## src/source/soc_pkg.sv

```systemverilog
/*
 * Shared types and constants for the SoC subsystem: bus widths and structs,
 * the address decode rules, CLINT register offsets and the boot ROM image.
 * Imported by the router, the targets and the top level.
 */

package soc_pkg;

  // --------------------------------------------------------------------------
  // Bus types
  // --------------------------------------------------------------------------
  typedef logic [31:0] addr_t;
  typedef logic [63:0] data_t;

  typedef struct packed {
    addr_t addr;
    logic  we;
    data_t wdata;
  } bus_req_t;

  typedef struct packed {
    data_t rdata;
    logic  err;
  } bus_rsp_t;

  // --------------------------------------------------------------------------
  // Address map
  // --------------------------------------------------------------------------
  typedef enum logic [1:0] {
    TARGET_ROM,
    TARGET_CLINT,
    TARGET_NONE
  } target_e;

  typedef struct packed {
    target_e target;
    addr_t   base;
    addr_t   size;
  } addr_rule_t;

  localparam addr_t ROM_BASE   = 32'h0001_0000;
  localparam addr_t ROM_SIZE   = 32'h0000_1000;
  localparam addr_t CLINT_BASE = 32'h0200_0000;
  localparam addr_t CLINT_SIZE = 32'h0000_C000;

  localparam int unsigned NUM_RULES = 2;

  localparam addr_rule_t ADDR_MAP [NUM_RULES] = '{
    '{target: TARGET_ROM,   base: ROM_BASE,   size: ROM_SIZE},
    '{target: TARGET_CLINT, base: CLINT_BASE, size: CLINT_SIZE}
  };

  // CLINT register offsets, relative to CLINT_BASE
  localparam addr_t CLINT_MSIP_OFF     = 32'h0000_0000;
  localparam addr_t CLINT_MTIMECMP_OFF = 32'h0000_4000;
  localparam addr_t CLINT_MTIME_OFF    = 32'h0000_BFF8;

  // --------------------------------------------------------------------------
  // Boot image
  // --------------------------------------------------------------------------
  localparam int unsigned ROM_WORDS = 8;

  // Short start-up stub, two instructions per word
  localparam data_t BOOT_IMAGE [ROM_WORDS] = '{
    64'hF140_2573_0000_0297,
    64'h0202_8593_0000_0417,
    64'h1050_0073_0004_0067,
    64'hFFDF_F06F_0000_0013,
    64'h8000_0537_0000_0513,
    64'h3055_1073_0080_0593,
    64'h0000_0000_3045_9073,
    64'hDEAD_BEEF_CAFE_F00D
  };

endpackage

```

## src/source/boot_rom.sv

```systemverilog
/*
 * Read-only boot image on the internal bus. Reads return the image word at
 * the offset's word index; writes are refused with an error.
 */

`timescale 1ns/10ps

module boot_rom (
  input  logic              clk_i,
  input  logic              ndmreset_n,
  input  logic              req_i,
  input  soc_pkg::bus_req_t bus_req_i,
  output logic              ack_o,
  output soc_pkg::bus_rsp_t bus_rsp_o
);
  import soc_pkg::*;

  localparam int unsigned IDX_W = $clog2(ROM_WORDS);

  addr_t    word_idx;
  bus_rsp_t rsp_d, rsp_q;
  logic     ack_q;

  always_comb begin : p_read
    word_idx    = bus_req_i.addr >> 3;
    rsp_d.rdata = '0;
    rsp_d.err   = bus_req_i.we;
    // Past the end of the image reads as zero
    if (!bus_req_i.we && word_idx < addr_t'(ROM_WORDS)) begin
      rsp_d.rdata = BOOT_IMAGE[word_idx[IDX_W-1:0]];
    end
  end

  always_ff @(posedge clk_i or negedge ndmreset_n) begin : p_ack
    if (!ndmreset_n) begin
      ack_q <= 1'b0;
    end else begin
      ack_q <= req_i;
    end
  end

  always_ff @(posedge clk_i) begin : p_rsp
    if (req_i && !ack_q) rsp_q <= rsp_d;
  end

  assign ack_o     = ack_q;
  assign bus_rsp_o = rsp_q;

endmodule

```

## src/source/bus_router.sv

```systemverilog
/*
 * Address-decoding router between the single bus master and the two targets.
 * Runs a four-phase req/ack handshake on both sides, one access at a time,
 * and answers unmapped addresses itself with an error.
 */

`timescale 1ns/10ps

module bus_router (
  input  logic              clk_i,
  input  logic              ndmreset_n,
  // Master side
  input  logic              req_i,
  input  soc_pkg::bus_req_t bus_req_i,
  output logic              ack_o,
  output soc_pkg::bus_rsp_t bus_rsp_o,
  // Target side
  output logic              rom_req_o,
  output logic              clint_req_o,
  output soc_pkg::bus_req_t tgt_req_o,
  input  logic              rom_ack_i,
  input  soc_pkg::bus_rsp_t rom_rsp_i,
  input  logic              clint_ack_i,
  input  soc_pkg::bus_rsp_t clint_rsp_i
);
  import soc_pkg::*;

  typedef enum logic [1:0] {
    IDLE,
    FORWARD,
    RESPOND,
    RELEASE
  } state_e;

  state_e   state_d, state_q;
  target_e  target_q;
  target_e  dec_target;
  addr_t    dec_offset;
  bus_req_t tgt_req_q;
  bus_rsp_t rsp_q;
  logic     sel_ack;
  bus_rsp_t sel_rsp;

  // --------------------------------------------------------------------------
  // Decode against the rule table
  // --------------------------------------------------------------------------
  always_comb begin : p_decode
    dec_target = TARGET_NONE;
    dec_offset = '0;
    for (int i = 0; i < NUM_RULES; i++) begin
      if (bus_req_i.addr >= ADDR_MAP[i].base &&
          (bus_req_i.addr - ADDR_MAP[i].base) < ADDR_MAP[i].size) begin
        dec_target = ADDR_MAP[i].target;
        dec_offset = bus_req_i.addr - ADDR_MAP[i].base;
      end
    end
  end

  // Ack and response of whichever target is in use
  always_comb begin : p_select
    sel_ack = 1'b0;
    sel_rsp = '0;
    case (target_q)
      TARGET_ROM: begin
        sel_ack = rom_ack_i;
        sel_rsp = rom_rsp_i;
      end
      TARGET_CLINT: begin
        sel_ack = clint_ack_i;
        sel_rsp = clint_rsp_i;
      end
      default: ;
    endcase
  end

  // --------------------------------------------------------------------------
  // Handshake FSM
  // --------------------------------------------------------------------------
  always_comb begin : p_next
    state_d = state_q;
    case (state_q)
      IDLE: begin
        if (req_i) begin
          state_d = (dec_target == TARGET_NONE) ? RESPOND : FORWARD;
        end
      end
      FORWARD: begin
        if (sel_ack) state_d = RESPOND;
      end
      RESPOND: begin
        // Target may still be releasing its ack
        if (!req_i) state_d = sel_ack ? RELEASE : IDLE;
      end
      RELEASE: begin
        if (!sel_ack) state_d = IDLE;
      end
      default: state_d = IDLE;
    endcase
  end

  always_ff @(posedge clk_i or negedge ndmreset_n) begin : p_state
    if (!ndmreset_n) begin
      state_q  <= IDLE;
      target_q <= TARGET_NONE;
    end else begin
      state_q <= state_d;
      if (state_q == IDLE && req_i) target_q <= dec_target;
    end
  end

  // Captured request and returned response
  always_ff @(posedge clk_i) begin : p_payload
    if (state_q == IDLE && req_i) begin
      tgt_req_q.addr  <= dec_offset;
      tgt_req_q.we    <= bus_req_i.we;
      tgt_req_q.wdata <= bus_req_i.wdata;
      if (dec_target == TARGET_NONE) begin
        rsp_q.rdata <= '0;
        rsp_q.err   <= 1'b1;
      end
    end else if (state_q == FORWARD && sel_ack) begin
      rsp_q <= sel_rsp;
    end
  end

  assign rom_req_o   = (state_q == FORWARD) && (target_q == TARGET_ROM);
  assign clint_req_o = (state_q == FORWARD) && (target_q == TARGET_CLINT);
  assign tgt_req_o   = tgt_req_q;
  assign ack_o       = (state_q == RESPOND) || (state_q == RELEASE);
  assign bus_rsp_o   = rsp_q;

endmodule

```

## src/source/clint.sv

```systemverilog
/*
 * Core-local interruptor: machine time driven by rtc_i divided by two,
 * one compare register and one software interrupt bit per hart.
 * Registers sit at the package offsets, relative to the CLINT base.
 */

`timescale 1ns/10ps

module clint #(
  parameter int unsigned NUM_HARTS = 2
) (
  input  logic                 clk_i,
  input  logic                 ndmreset_n,
  input  logic                 rtc_i,
  input  logic                 req_i,
  input  soc_pkg::bus_req_t    bus_req_i,
  output logic                 ack_o,
  output soc_pkg::bus_rsp_t    bus_rsp_o,
  output logic [NUM_HARTS-1:0] timer_irq_o,
  output logic [NUM_HARTS-1:0] soft_irq_o
);
  import soc_pkg::*;

  logic [2:0]           rtc_q;
  logic                 rtc_rise;
  logic                 div_q;
  data_t                mtime_q;
  data_t                mtimecmp_q [NUM_HARTS];
  logic [NUM_HARTS-1:0] msip_q;
  logic [NUM_HARTS-1:0] timer_irq_q;
  logic                 ack_q;
  logic                 access;
  logic                 hit_msip;
  logic                 hit_mtime;
  logic [NUM_HARTS-1:0] hit_cmp;
  bus_rsp_t             rsp_d, rsp_q;

  // --------------------------------------------------------------------------
  // rtc sampling and tick divider
  // --------------------------------------------------------------------------
  // Two synchronizer stages, third stage only for edge detection
  assign rtc_rise = rtc_q[1] & ~rtc_q[2];

  always_ff @(posedge clk_i or negedge ndmreset_n) begin : p_rtc
    if (!ndmreset_n) begin
      rtc_q <= '0;
      div_q <= 1'b0;
    end else begin
      rtc_q <= {rtc_q[1:0], rtc_i};
      if (rtc_rise) div_q <= ~div_q;
    end
  end

  // --------------------------------------------------------------------------
  // Register decode
  // --------------------------------------------------------------------------
  assign access = req_i & ~ack_q;

  always_comb begin : p_decode
    hit_msip  = 1'b0;
    hit_mtime = 1'b0;
    hit_cmp   = '0;
    rsp_d     = '{rdata: '0, err: 1'b1};
    if (bus_req_i.addr == CLINT_MSIP_OFF) begin
      hit_msip    = 1'b1;
      rsp_d.rdata = data_t'(msip_q);
      rsp_d.err   = 1'b0;
    end
    if (bus_req_i.addr == CLINT_MTIME_OFF) begin
      hit_mtime   = 1'b1;
      rsp_d.rdata = mtime_q;
      rsp_d.err   = 1'b0;
    end
    for (int h = 0; h < NUM_HARTS; h++) begin
      if (bus_req_i.addr == CLINT_MTIMECMP_OFF + addr_t'(8 * h)) begin
        hit_cmp[h]  = 1'b1;
        rsp_d.rdata = mtimecmp_q[h];
        rsp_d.err   = 1'b0;
      end
    end
  end

  // --------------------------------------------------------------------------
  // Timer and interrupt state
  // --------------------------------------------------------------------------
  always_ff @(posedge clk_i or negedge ndmreset_n) begin : p_regs
    if (!ndmreset_n) begin
      ack_q       <= 1'b0;
      mtime_q     <= '0;
      msip_q      <= '0;
      timer_irq_q <= '0;
      for (int h = 0; h < NUM_HARTS; h++) begin
        mtimecmp_q[h] <= '1;
      end
    end else begin
      ack_q <= req_i;
      // A bus write wins over the rtc increment
      if (access && bus_req_i.we && hit_mtime) begin
        mtime_q <= bus_req_i.wdata;
      end else if (rtc_rise && div_q) begin
        mtime_q <= mtime_q + 64'd1;
      end
      if (access && bus_req_i.we && hit_msip) begin
        msip_q <= bus_req_i.wdata[NUM_HARTS-1:0];
      end
      for (int h = 0; h < NUM_HARTS; h++) begin
        if (access && bus_req_i.we && hit_cmp[h]) mtimecmp_q[h] <= bus_req_i.wdata;
        timer_irq_q[h] <= (mtime_q >= mtimecmp_q[h]);
      end
    end
  end

  always_ff @(posedge clk_i) begin : p_rsp
    if (access) rsp_q <= rsp_d;
  end

  assign ack_o       = ack_q;
  assign bus_rsp_o   = rsp_q;
  assign timer_irq_o = timer_irq_q;
  assign soft_irq_o  = msip_q;

endmodule

```

## src/source/debug_holdoff.sv

```systemverilog
/*
 * Keeps the debug request vector low for a fixed number of cycles after
 * reset, so the boot code runs before the first debug halt.
 */

`timescale 1ns/10ps

module debug_holdoff #(
  parameter int unsigned NUM_HARTS            = 2,
  parameter int unsigned DEBUG_HOLDOFF_CYCLES = 500
) (
  input  logic                 clk_i,
  input  logic                 ndmreset_n,
  input  logic [NUM_HARTS-1:0] debug_req_i,
  output logic [NUM_HARTS-1:0] debug_req_o
);

  // One spare value so a zero hold-off still gets a legal width
  localparam int unsigned CNT_W = $clog2(DEBUG_HOLDOFF_CYCLES + 2);

  typedef logic [CNT_W-1:0] holdoff_cnt_t;

  holdoff_cnt_t cnt_q;

  always_ff @(posedge clk_i or negedge ndmreset_n) begin : p_cnt
    if (!ndmreset_n) begin
      cnt_q <= holdoff_cnt_t'(DEBUG_HOLDOFF_CYCLES);
    end else if (cnt_q != '0) begin
      cnt_q <= cnt_q - holdoff_cnt_t'(1);
    end
  end

  // Pass through once run down
  assign debug_req_o = (cnt_q == '0) ? debug_req_i : '0;

endmodule

```

## src/source/soc_subsystem.sv

```systemverilog
/*
 * Top level of the subsystem. Connects the bus router to the boot ROM and
 * the CLINT, and gates the debug request through the hold-off counter.
 */

`timescale 1ns/10ps

module soc_subsystem #(
  parameter int unsigned NUM_HARTS            = 2,
  parameter int unsigned DEBUG_HOLDOFF_CYCLES = 500
) (
  input  logic                 clk_i,
  input  logic                 ndmreset_n,
  input  logic                 rtc_i,
  // Bus master port
  input  logic                 req_i,
  input  soc_pkg::bus_req_t    bus_req_i,
  output logic                 ack_o,
  output soc_pkg::bus_rsp_t    bus_rsp_o,
  // Per-hart lines
  input  logic [NUM_HARTS-1:0] debug_req_i,
  output logic [NUM_HARTS-1:0] debug_req_o,
  output logic [NUM_HARTS-1:0] timer_irq_o,
  output logic [NUM_HARTS-1:0] soft_irq_o
);
  import soc_pkg::*;

  logic     rom_req;
  logic     clint_req;
  bus_req_t tgt_req;
  logic     rom_ack;
  bus_rsp_t rom_rsp;
  logic     clint_ack;
  bus_rsp_t clint_rsp;

  // --------------------------------------------------------------------------
  // Bus router
  // --------------------------------------------------------------------------
  bus_router i_bus_router (
    .clk_i       ( clk_i       ),
    .ndmreset_n  ( ndmreset_n  ),
    .req_i       ( req_i       ),
    .bus_req_i   ( bus_req_i   ),
    .ack_o       ( ack_o       ),
    .bus_rsp_o   ( bus_rsp_o   ),
    .rom_req_o   ( rom_req     ),
    .clint_req_o ( clint_req   ),
    .tgt_req_o   ( tgt_req     ),
    .rom_ack_i   ( rom_ack     ),
    .rom_rsp_i   ( rom_rsp     ),
    .clint_ack_i ( clint_ack   ),
    .clint_rsp_i ( clint_rsp   )
  );

  // --------------------------------------------------------------------------
  // Targets
  // --------------------------------------------------------------------------
  boot_rom i_boot_rom (
    .clk_i      ( clk_i      ),
    .ndmreset_n ( ndmreset_n ),
    .req_i      ( rom_req    ),
    .bus_req_i  ( tgt_req    ),
    .ack_o      ( rom_ack    ),
    .bus_rsp_o  ( rom_rsp    )
  );

  clint #(
    .NUM_HARTS ( NUM_HARTS )
  ) i_clint (
    .clk_i       ( clk_i       ),
    .ndmreset_n  ( ndmreset_n  ),
    .rtc_i       ( rtc_i       ),
    .req_i       ( clint_req   ),
    .bus_req_i   ( tgt_req     ),
    .ack_o       ( clint_ack   ),
    .bus_rsp_o   ( clint_rsp   ),
    .timer_irq_o ( timer_irq_o ),
    .soft_irq_o  ( soft_irq_o  )
  );

  // Debug request gating
  debug_holdoff #(
    .NUM_HARTS            ( NUM_HARTS            ),
    .DEBUG_HOLDOFF_CYCLES ( DEBUG_HOLDOFF_CYCLES )
  ) i_debug_holdoff (
    .clk_i       ( clk_i       ),
    .ndmreset_n  ( ndmreset_n  ),
    .debug_req_i ( debug_req_i ),
    .debug_req_o ( debug_req_o )
  );

endmodule
```

## config.mk

```make
export PLATFORM = sky130hd
export DESIGN_NAME = soc_subsystem
export DESIGN_NICKNAME = d
export VERILOG_FILES = /design/src/source/soc_pkg.sv /design/src/source/boot_rom.sv /design/src/source/bus_router.sv /design/src/source/clint.sv /design/src/source/debug_holdoff.sv /design/src/source/soc_subsystem.sv
export SDC_FILE = /design/constraint.sdc
export NUM_CORES = 1
export LEC_CHECK = 0
export ABC_AREA = 1
export BUFFER_PORTS_ARGS = -buffer_cell sky130_fd_sc_hd__buf_2
export CAP_MARGIN = 30
export CORE_MARGIN = 2
export CORE_UTILIZATION = 35
export DETAILED_ROUTE_END_ITERATION = 10
export GPL_ROUTABILITY_DRIVEN = 0
export PLACE_DENSITY = 0.48
export SLEW_MARGIN = 20
export SYNTH_ARGS = -nofsm -noshare
export SYNTH_HDL_FRONTEND = slang
export SYNTH_HIERARCHICAL = 1
export SYNTH_SLANG_ARGS = --single-unit
```

## constraint.sdc

```tcl
create_clock -name clk_i -period 20.5 [get_ports clk_i]
set_clock_uncertainty 0.15 [all_clocks]
set_input_delay 3.075 -clock clk_i [delete_from_list [all_inputs] [get_ports clk_i]]
set_output_delay 3.075 -clock clk_i [all_outputs]
set_load 0.01 [all_outputs]
```

==> results of run 1 <==
[worst max path at each step]
stage,endpoint,slack [ns],cells past startpoint
detailed placement,debug_req_o[0],13.88,4
global placement,debug_req_o[1],13.85,4
CTS,debug_req_o[0],13.87,4
global route,debug_req_o[0],13.84,4
floorplan,i_bus_router/bus_rsp_o[0]$_SDFFCE_PP1P_,10.12,6
finish,debug_req_o[0],13.88,4
[cells in the mapped netlist, drive strengths merged]
master / count / share of area [%]
o21bai: 4 / 0.11
xnor2: 10 / 0.33
nand3: 183 / 3.7
a21o: 2 / 0.056
inv: 411 / 5.8
o2111ai: 1 / 0.033
dfxtp: 1 / 0.075
o21ai: 183 / 3.5
a211oi: 1 / 0.028
buf: 112 / 2.9
nor3b: 1 / 0.028
conb: 2 / 0.028
edfxtp: 260 / 29
ha: 142 / 6.7
nor2: 240 / 4.2
dfrtp: 80 / 7.5
o21a: 4 / 0.11
nand4: 60 / 1.4
nor3: 38 / 0.77
clkbuf: 25 / 0.36
clkinv: 4 / 0.056
o22ai: 2 / 0.047
and2: 3 / 0.070
a21boi: 1 / 0.028
a221o: 1 / 0.038
or2: 7 / 0.16
dfstp: 135 / 13
nor4: 1 / 0.023
a21oi: 141 / 2.7
nand2: 1061 / 15
o211ai: 20 / 0.56
nand3b: 9 / 0.25
xor2: 21 / 0.69
[flip-flops by register name, summed over array words and instances, names as in the netlist]
register / count
i_bus_router/bus_rsp_o: 65
i_debug_holdoff/cnt_q: 9
i_clint/timer_irq_o: 2
i_bus_router/tgt_req_o: 97
i_clint/mtime_q: 64
i_boot_rom/ack_o: 1
i_clint/mtimecmp_q: 128
i_clint/div_q: 1
i_boot_rom/bus_rsp_o: 34
i_bus_router/target_q: 2
i_clint/soft_irq_o: 2
i_bus_router/state_q: 2
i_clint/ack_o: 1
i_clint/bus_rsp_o: 65
i_clint/rtc_q: 3
[layout by cell type (no fill, tap or decap), types with 20 or more instances in the layout]
master / n
o211ai_1: 20
inv_1: 398
dfrtp_1: 80
o21ai_1: 30
a21oi_1: 140
edfxtp_1: 260
nand3_1: 169
nand2_1: 1044
buf_2: 173
nor3_1: 36
xor2_1: 21
nand4_1: 60
nor2_4: 28
nor2_1: 196
clkbuf_16: 57
dfstp_2: 135
ha_1: 142
o21ai_0: 151
[through the flow]
stage,cell area (um2),utilization (%),setup WS (ns)
final,30100,39.7,13.88
after global routing,30100,39.7,13.84
after CTS,30100,39.7,13.87
after detailed placement,28200,37.3,13.88
after global placement,28100,37.2,13.85
after floorplan,26700,-,10.12
[per-layer routing]
layer / global-route usage, % / up-vias
met4: 5.83 / 0
met3: 3.03 / 114
met2: 31.6 / 500
met1: 28.4 / 9845
met5: 0 / -
li1: - / 10400
[worst max-delay path, stage by stage]
cell    delay [ns]
buf_2         0.07
inv_1         0.04
nor2_2        0.08
buf_2         0.13
[cell families (layout without fill, tap and decap cells)]
family / Yosys count / after routing / synth area share, %
AND/OR/NAND/NOR: 1603 / 1603 / 25.8
flip-flops: 476 / 476 / 50.2
XOR/XNOR: 31 / 31 / 1.02
adder cells (fa/ha/maj): 142 / 142 / 6.67
buffers and inverters: 552 / 711 / 9.12
AO/OA/AOI/OAI: 360 / 360 / 7.15
other: 2 / 17 / 0.0282
[area by class of cell]
class	instances	share of cell area (%)
flip-flops and latches	476	44.5
multi-input cells	2153	36.4
clock buffers	78	5.28
inverters	415	5.19
well taps	978	4.07
repair buffers	195	3.67
clock inverters	23	0.874
[power breakdown]
group / internal, mW / switching, mW / leakage, nW / total, mW
clock: 0.600 / 0.403 / 0.906 / 1.00
sequential: 1.12 / 0.0709 / 5.09 / 1.19
combinational: 0.0851 / 0.249 / 7.06 / 0.334
total: 1.81 / 0.723 / 13.1 / 2.53
==> metrics.md, run 1 <==
| Metric | Value |
|---|---|
| FF/Latch Area | 0.0134 mm2 |
| Crit path from | debug_req_i[0] |
| Routed wire length on met2 | 34900 um |
| Global-route wire length before repair | roughly 120000 um |
| Worst-Skew Late Latency | approximately 0.62 ns |
| FP Rows | 101 |
| Fmax | approximately 0.15 GHz |
| Reg2reg start | i_bus_router/target_q[0]$_DFFE_PN0P_ |
| Type of the worst setup path | in2out |
| Post-Layout Cell Count | ~4300 |
| Inserted Diodes | 0 |
| Iteration-0 DRC count of the detailed router | around 1500 |
| Sum Neg Setup Slack | 0 ns |
| Number of port buffers | about 170 |
| Sequential area share after synthesis | ~50% |
| Layout fillers | around 7600 |
| P&R area growth vs syn | 12.8% |
| Via/cell ratio | 4.84 |
| TritonCTS Buffers | between 50 and 60 |
| Worst setup SP type | primary input |
| Overall power | ~2.5 mW |
| Reg2reg setup slack | ~16 ns |
| DR WL/cell | approximately 18 um |
| Total GRT Usage | 20.0% |
| Die Ht | approximately 280 um |
| RSZ-0062 raised after global routing | no |
| Worst Hold Slack | between 0.2 and 0.25 ns |
| Overflow after GRT | 0 |
| Hold depth | 0 |
| Max Transition Viols Final | 0 |
| Die Area | ~0.08 mm2 |
| Met3 Wirelength | 3990 um |
| Hold WC Path Type | reg2reg |
| Multi-input gate area | approximately 0.011 mm2 |
| Clock Path Buffers | 3 |
| Number of warnings issued by yosys | 6 |
| Worst R2R Path Depth | 15 |
| Layout cells sized above 1 | approximately 15% |
| Die X | 280 um |
| RR Endpoint | i_clint/mtime_q[0]$_DFFE_PN0P_ |
| Top Metal Used | met4 |
| Initial antenna violation count | 1 |
| Outcome | finished, final reports clean |
| Leakage power | 13.1 nW |
| Vias in the first global route | 20800 |
| Arrival @ worst endpoint | 3.40 ns |
| VDD IR max | 67.2 uV |
| Hold Crit Start | i_clint/rtc_q[0]$_DFF_PN0_ |
| M1 WL | roughly 37000 um |
| CP required | 17.28 ns |
| Netlist cell types | 54 |
| Final #Nets | roughly 3500 |
| Initial core utilization | about a third |
| Tightest Pin Transition | 1.02 ns |
| Final WL | a little under 80000 um |
| Critical path endpoint category | output pin |
| Number of H-tree levels | 2 |
| Post-CTS resize count | 0 |
| Crit Path Max Fanout | 1 |
| Root Driver | clkbuf_16 |
| Number of max-cap violations | 0 |
| Via count | around 21000 |
| Core box area | ~0.076 mm2 |
| Antenna Nets Post-Route | 0 |
| Relative slew slack | between 30% and 40% |
| Drt pass-1 iters | 6 |
| Final min period | 6.62 ns |
| FF+latch count, synth | 476 |
| I/O pins | 175 |
| Cts hold-fix bufs | 0 |
| Clock-pin slew on the worst setup and hold paths | 0.06 ns |
| CTS tree | yes |
| Mapped Cells | around 3200 |
| Post-Syn Area | 0.0266 mm2 |
| Final period util | roughly a third |
| DP Cell Count | approximately 4200 |
| # DRC | 0 |
| Hold Violations, Final | 0 |
| Clock sinks | approximately 480 |
| Syn Area/Cell | around 8.4 um2 |
| Largest net degree at the start of global routing | 151 |
| Worst hold endpoint | i_clint/rtc_q[1]$_DFF_PN0_ |
| Final setup violation count | 0 |
| HPWL after DPL | roughly 58000 um |
| Post-CTS Setup Bufs | 0 |
| PwrDens | between 80 and 90 mW/mm2 |
Note: power is estimated with default switching activity, not from simulation.
==> inputs of run 2 (changes only) <==
Settings changed: ABC_AREA 1 to 0.
Clock period 20.5 ns to 6.9 ns, I/O delays scaled along.
==> metrics.md, run 2 <==
| Metric | Value |
|---|---|
| Outcome | finished, final reports clean |
| Post-CTS resize count | 0 (unchanged) |
| # DRC | 0 (unchanged) |
| TritonCTS Buffers | 55 (+1.9%) |
| Crit Path Max Fanout | 21 (+20) |
| Multi-input gate area | 0.00957 mm2 (-13%) |
| FP Rows | 96 (-5.0%) |
| Final period util | 54.5% |
| Die Area | 0.0717 mm2 (-8.5%) |
| Syn Area/Cell | 11.9 um2 (+41%) |
| Sequential area share after synthesis | 54.9% (+4.7 points) |
| CTS tree | yes |
| Total GRT Usage | 18.4% (-1.6 points) |
| Largest reg by FF count | i_clint/mtimecmp_q |
| Most common cell after layout, fill and taps aside | edfxtp_1 |
| Type of the worst setup path | in2reg |
| CP Buf/Inv Count | 4 (+1) |
| PwrDens | 232 mW/mm2 (+180%) |
| Reg2reg setup slack | 3.23 ns (-12.43 ns) |
| Root Driver | clkbuf_16 |
| Critical path endpoint category | register |
| Cts hold-fix bufs | 0 (unchanged) |
| Synth top area share | 32.1% (+2.8 points) |
| Met1 Usage GRT | 24.5% (-3.9 points) |
| Leakage power | 11.3 nW (-13%) |
| Max Transition Viols Final | 0 (unchanged) |
| RR Endpoint | i_clint/timer_irq_o[1]$_DFF_PN0_ |
| Most frequent cells in the layout | 260 x edfxtp_1, 210 x inv_1, 173 x buf_2 |
| Initial antenna violation count | 0 (-1) |
| DR WL/cell | 20.8 um (+15%) |
| Worst R2R Path Depth | 8 (-7) |
| Tightest Pin Transition | 1.02 ns (-0.00478 ns) |
| Initial core utilization | 35.4% (+0.23 points) |
| CP cell instances | buf_2, inv_1, ha_1, or3b_2, or3_1, nand4_1, nor4b_4, a21bo_4, o22ai_4, buf_16, buf_4 |
| Count leader, synth | edfxtp_1 |
| Reg2reg start | i_clint/mtime_q[31]$_DFFE_PN0P_ |
| Die Ht | 268 um (-4.3%) |
| Sum Neg Setup Slack | 0 ns (unchanged) |
| Netlist cell types | 77 (+43%) |
| Iteration-0 DRC count of the detailed router | 1185 (-22%) |
| Global-route wire length before repair | 101000 um (-17%) |
| Leading area contributor after synthesis | edfxtp_1 |
| Via/cell ratio | 5.16 (+6.8%) |
| Final #Nets | 2442 (-31%) |
| Arrival @ worst endpoint | 3.90 ns (+0.50 ns) |
| Worst-Skew Late Latency | 0.61 ns (about the same) |
| Number of max-cap violations | 0 (unchanged) |
| Post-synth EDFFs | 260 (unchanged) |
| Number of port buffers | 174 (unchanged) |
| Post-Syn Area | 0.0243 mm2 (-8.6%) |
| Layout cells sized above 1 | 23.1% (+7.7 points) |
| Overflow after GRT | 0 (unchanged) |
| Final setup violation count | 0 (unchanged) |
| Crit path max-delay family | simple AND/OR/NAND/NOR gates |
| Relative slew slack | 32.0% (+0.15 points) |
| Synth top area cells | edfxtp_1 32%, dfstp_2 15%, dfrtp_1 8.2% |
| Largest net degree at the start of global routing | 123 (-19%) |
| Core box area | 0.0687 mm2 (-9.2%) |
| Clock Path Buffers | 3 (unchanged) |
| Hold depth | 0 (unchanged) |
| HPWL after DPL | 45300 um (-22%) |
| RSZ-0062 raised after global routing | no |
| Clock-pin slew on the worst setup and hold paths | 0.06 ns (about the same) |
| Hold Crit Start | i_clint/rtc_q[0]$_DFF_PN0_ |
| Antenna Nets Post-Route | 0 (unchanged) |
| Crit-path slowest cell | or3b_2 |
| Design area | 0.0277 mm2 (-7.7%) |
| Die X | 268 um (-4.3%) |
| Drt pass-1 iters | 6 (unchanged) |
| VDD IR max | 171 uV (+150%) |
| Mapped Cells | 2047 (-35%) |
| I/O pins | 175 (unchanged) |
| Grt met2 use | 30.6% (-1.0 points) |
| Main synth FF type | edfxtp_1 |
| Met3 global-route usage | 2.72% (-0.31 points) |
| Max stage delay on crit path | 0.52 ns (+0.39 ns) |
| FF+latch count, synth | 476 (unchanged) |
| CP required | 7.04 ns (-10.24 ns) |
| Vias in the first global route | 16900 (-19%) |
| P&R area growth vs syn | 13.9% |
| FF/Latch Area | 0.0134 mm2 (about the same) |
| Post-CTS Setup Bufs | 0 (unchanged) |
| Synth async-reset ratio | 45.2% (unchanged) |
| Fmax | about 0.27 GHz |
| Number of H-tree levels | 2 (unchanged) |
| Max reg flops | 128 (unchanged) |
| Pre-CTS setup slack | 2.47 ns (-11.41 ns) |
| Area after DPL | 0.0260 mm2 (-7.8%) |
| Final WL | 65900 um (-16%) |
| Top post-synthesis cells by count | 260 x edfxtp_1, 211 x inv_1, 142 x ha_1 |
| Via count | 16400 (-21%) |
| Layout fillers | 6608 (-14%) |
| Final min period | about 3.8 ns |
| Setup ws final | 3.14 ns (-10.74 ns) |
| Clock sinks | 476 (unchanged) |
| Number of warnings issued by yosys | 6 (unchanged) |
| Hold Violations, Final | 0 (unchanged) |
| Hold WC Path Type | reg2reg |
| Worst hold endpoint | i_clint/rtc_q[1]$_DFF_PN0_ |
| Worst setup SP type | primary input |
| Most Crowded Layer GR | met2 |
## run 2: final cells by class
cell class,instances,area share (%)
Antenna cell,1,0.00902
Clock inverter,33,0.722
Inverter,211,2.87
Clock buffer,71,5.33
Tap cell,931,4.20
Sequential cell,476,48.3
Multi-Input combinational cell,1256,34.5
Timing Repair Buffer,197,4.09
## run 2: logic make-up after synthesis
group                    Yosys count  synth area share (%)
AO/OA/AOI/OAI                    298                  8.70
XOR/XNOR                          57                  2.05
flip-flops                       476                  54.9
adder cells (fa/ha/maj)          142                  7.30
multiplexers                     204                  9.07
buffers and inverters            330                  6.25
other                              2                0.0308
AND/OR/NAND/NOR                  538                  11.7
## run 2: worst register-to-register path, cell delays in order, from the launching register on
cell and delay, ns:
dfrtp_1 0.51, ha_1 0.37, nand4_1 0.18, nor4_1 0.73, nand2_1 0.22, nor3_1 0.41, a2111oi_0 0.23, buf_4 0.19
o21ai_0 0.52
## run 2: metal layers
metal / vias up / wire [um]
li1: 7771 / -
met3: 115 / 2990
met5: - / 0
met1: 8096 / 29500
met2: 420 / 31300
met4: 0 / 2140
## run 2: through the flow
stage	instances	hold WS (ns)	power [mW]	utilization, %
floorplan	2062	0.181	3.47	-
global placement	3066	0.206	3.76	37.8
detailed placement	3069	0.205	3.76	37.9
CTS	3173	0.218	6.53	40.3
global route	3175	0.220	6.72	40.4
finish	3176	0.211	6.43	40.4
## run 2: worst max-delay path by stage
stage                                         startpoint                                  endpoint  slack, ns  cells past startpoint
floorplan                                  bus_req_i[82]   i_bus_router/bus_rsp_o[0]$_SDFFCE_PP1P_       0.48                      9
global placement                           bus_req_i[82]  i_bus_router/bus_rsp_o[58]$_SDFFCE_PP0P_       2.12                     10
detailed placement                         bus_req_i[82]  i_bus_router/bus_rsp_o[30]$_SDFFCE_PP0P_       2.47                     11
CTS                                        bus_req_i[82]  i_bus_router/bus_rsp_o[29]$_SDFFCE_PP0P_       3.11                     11
global route        i_bus_router/target_q[0]$_DFFE_PN0P_           i_clint/mtime_q[55]$_DFFE_PN0P_       2.92                      8
finish                                     bus_req_i[82]  i_bus_router/bus_rsp_o[31]$_SDFFCE_PP0P_       3.14                     11
## run 2: power by group
part / switching (mW) / internal (mW)
combinational: 0.340 / 0.202
clock: 1.17 / 1.54
sequential: 0.0827 / 3.09
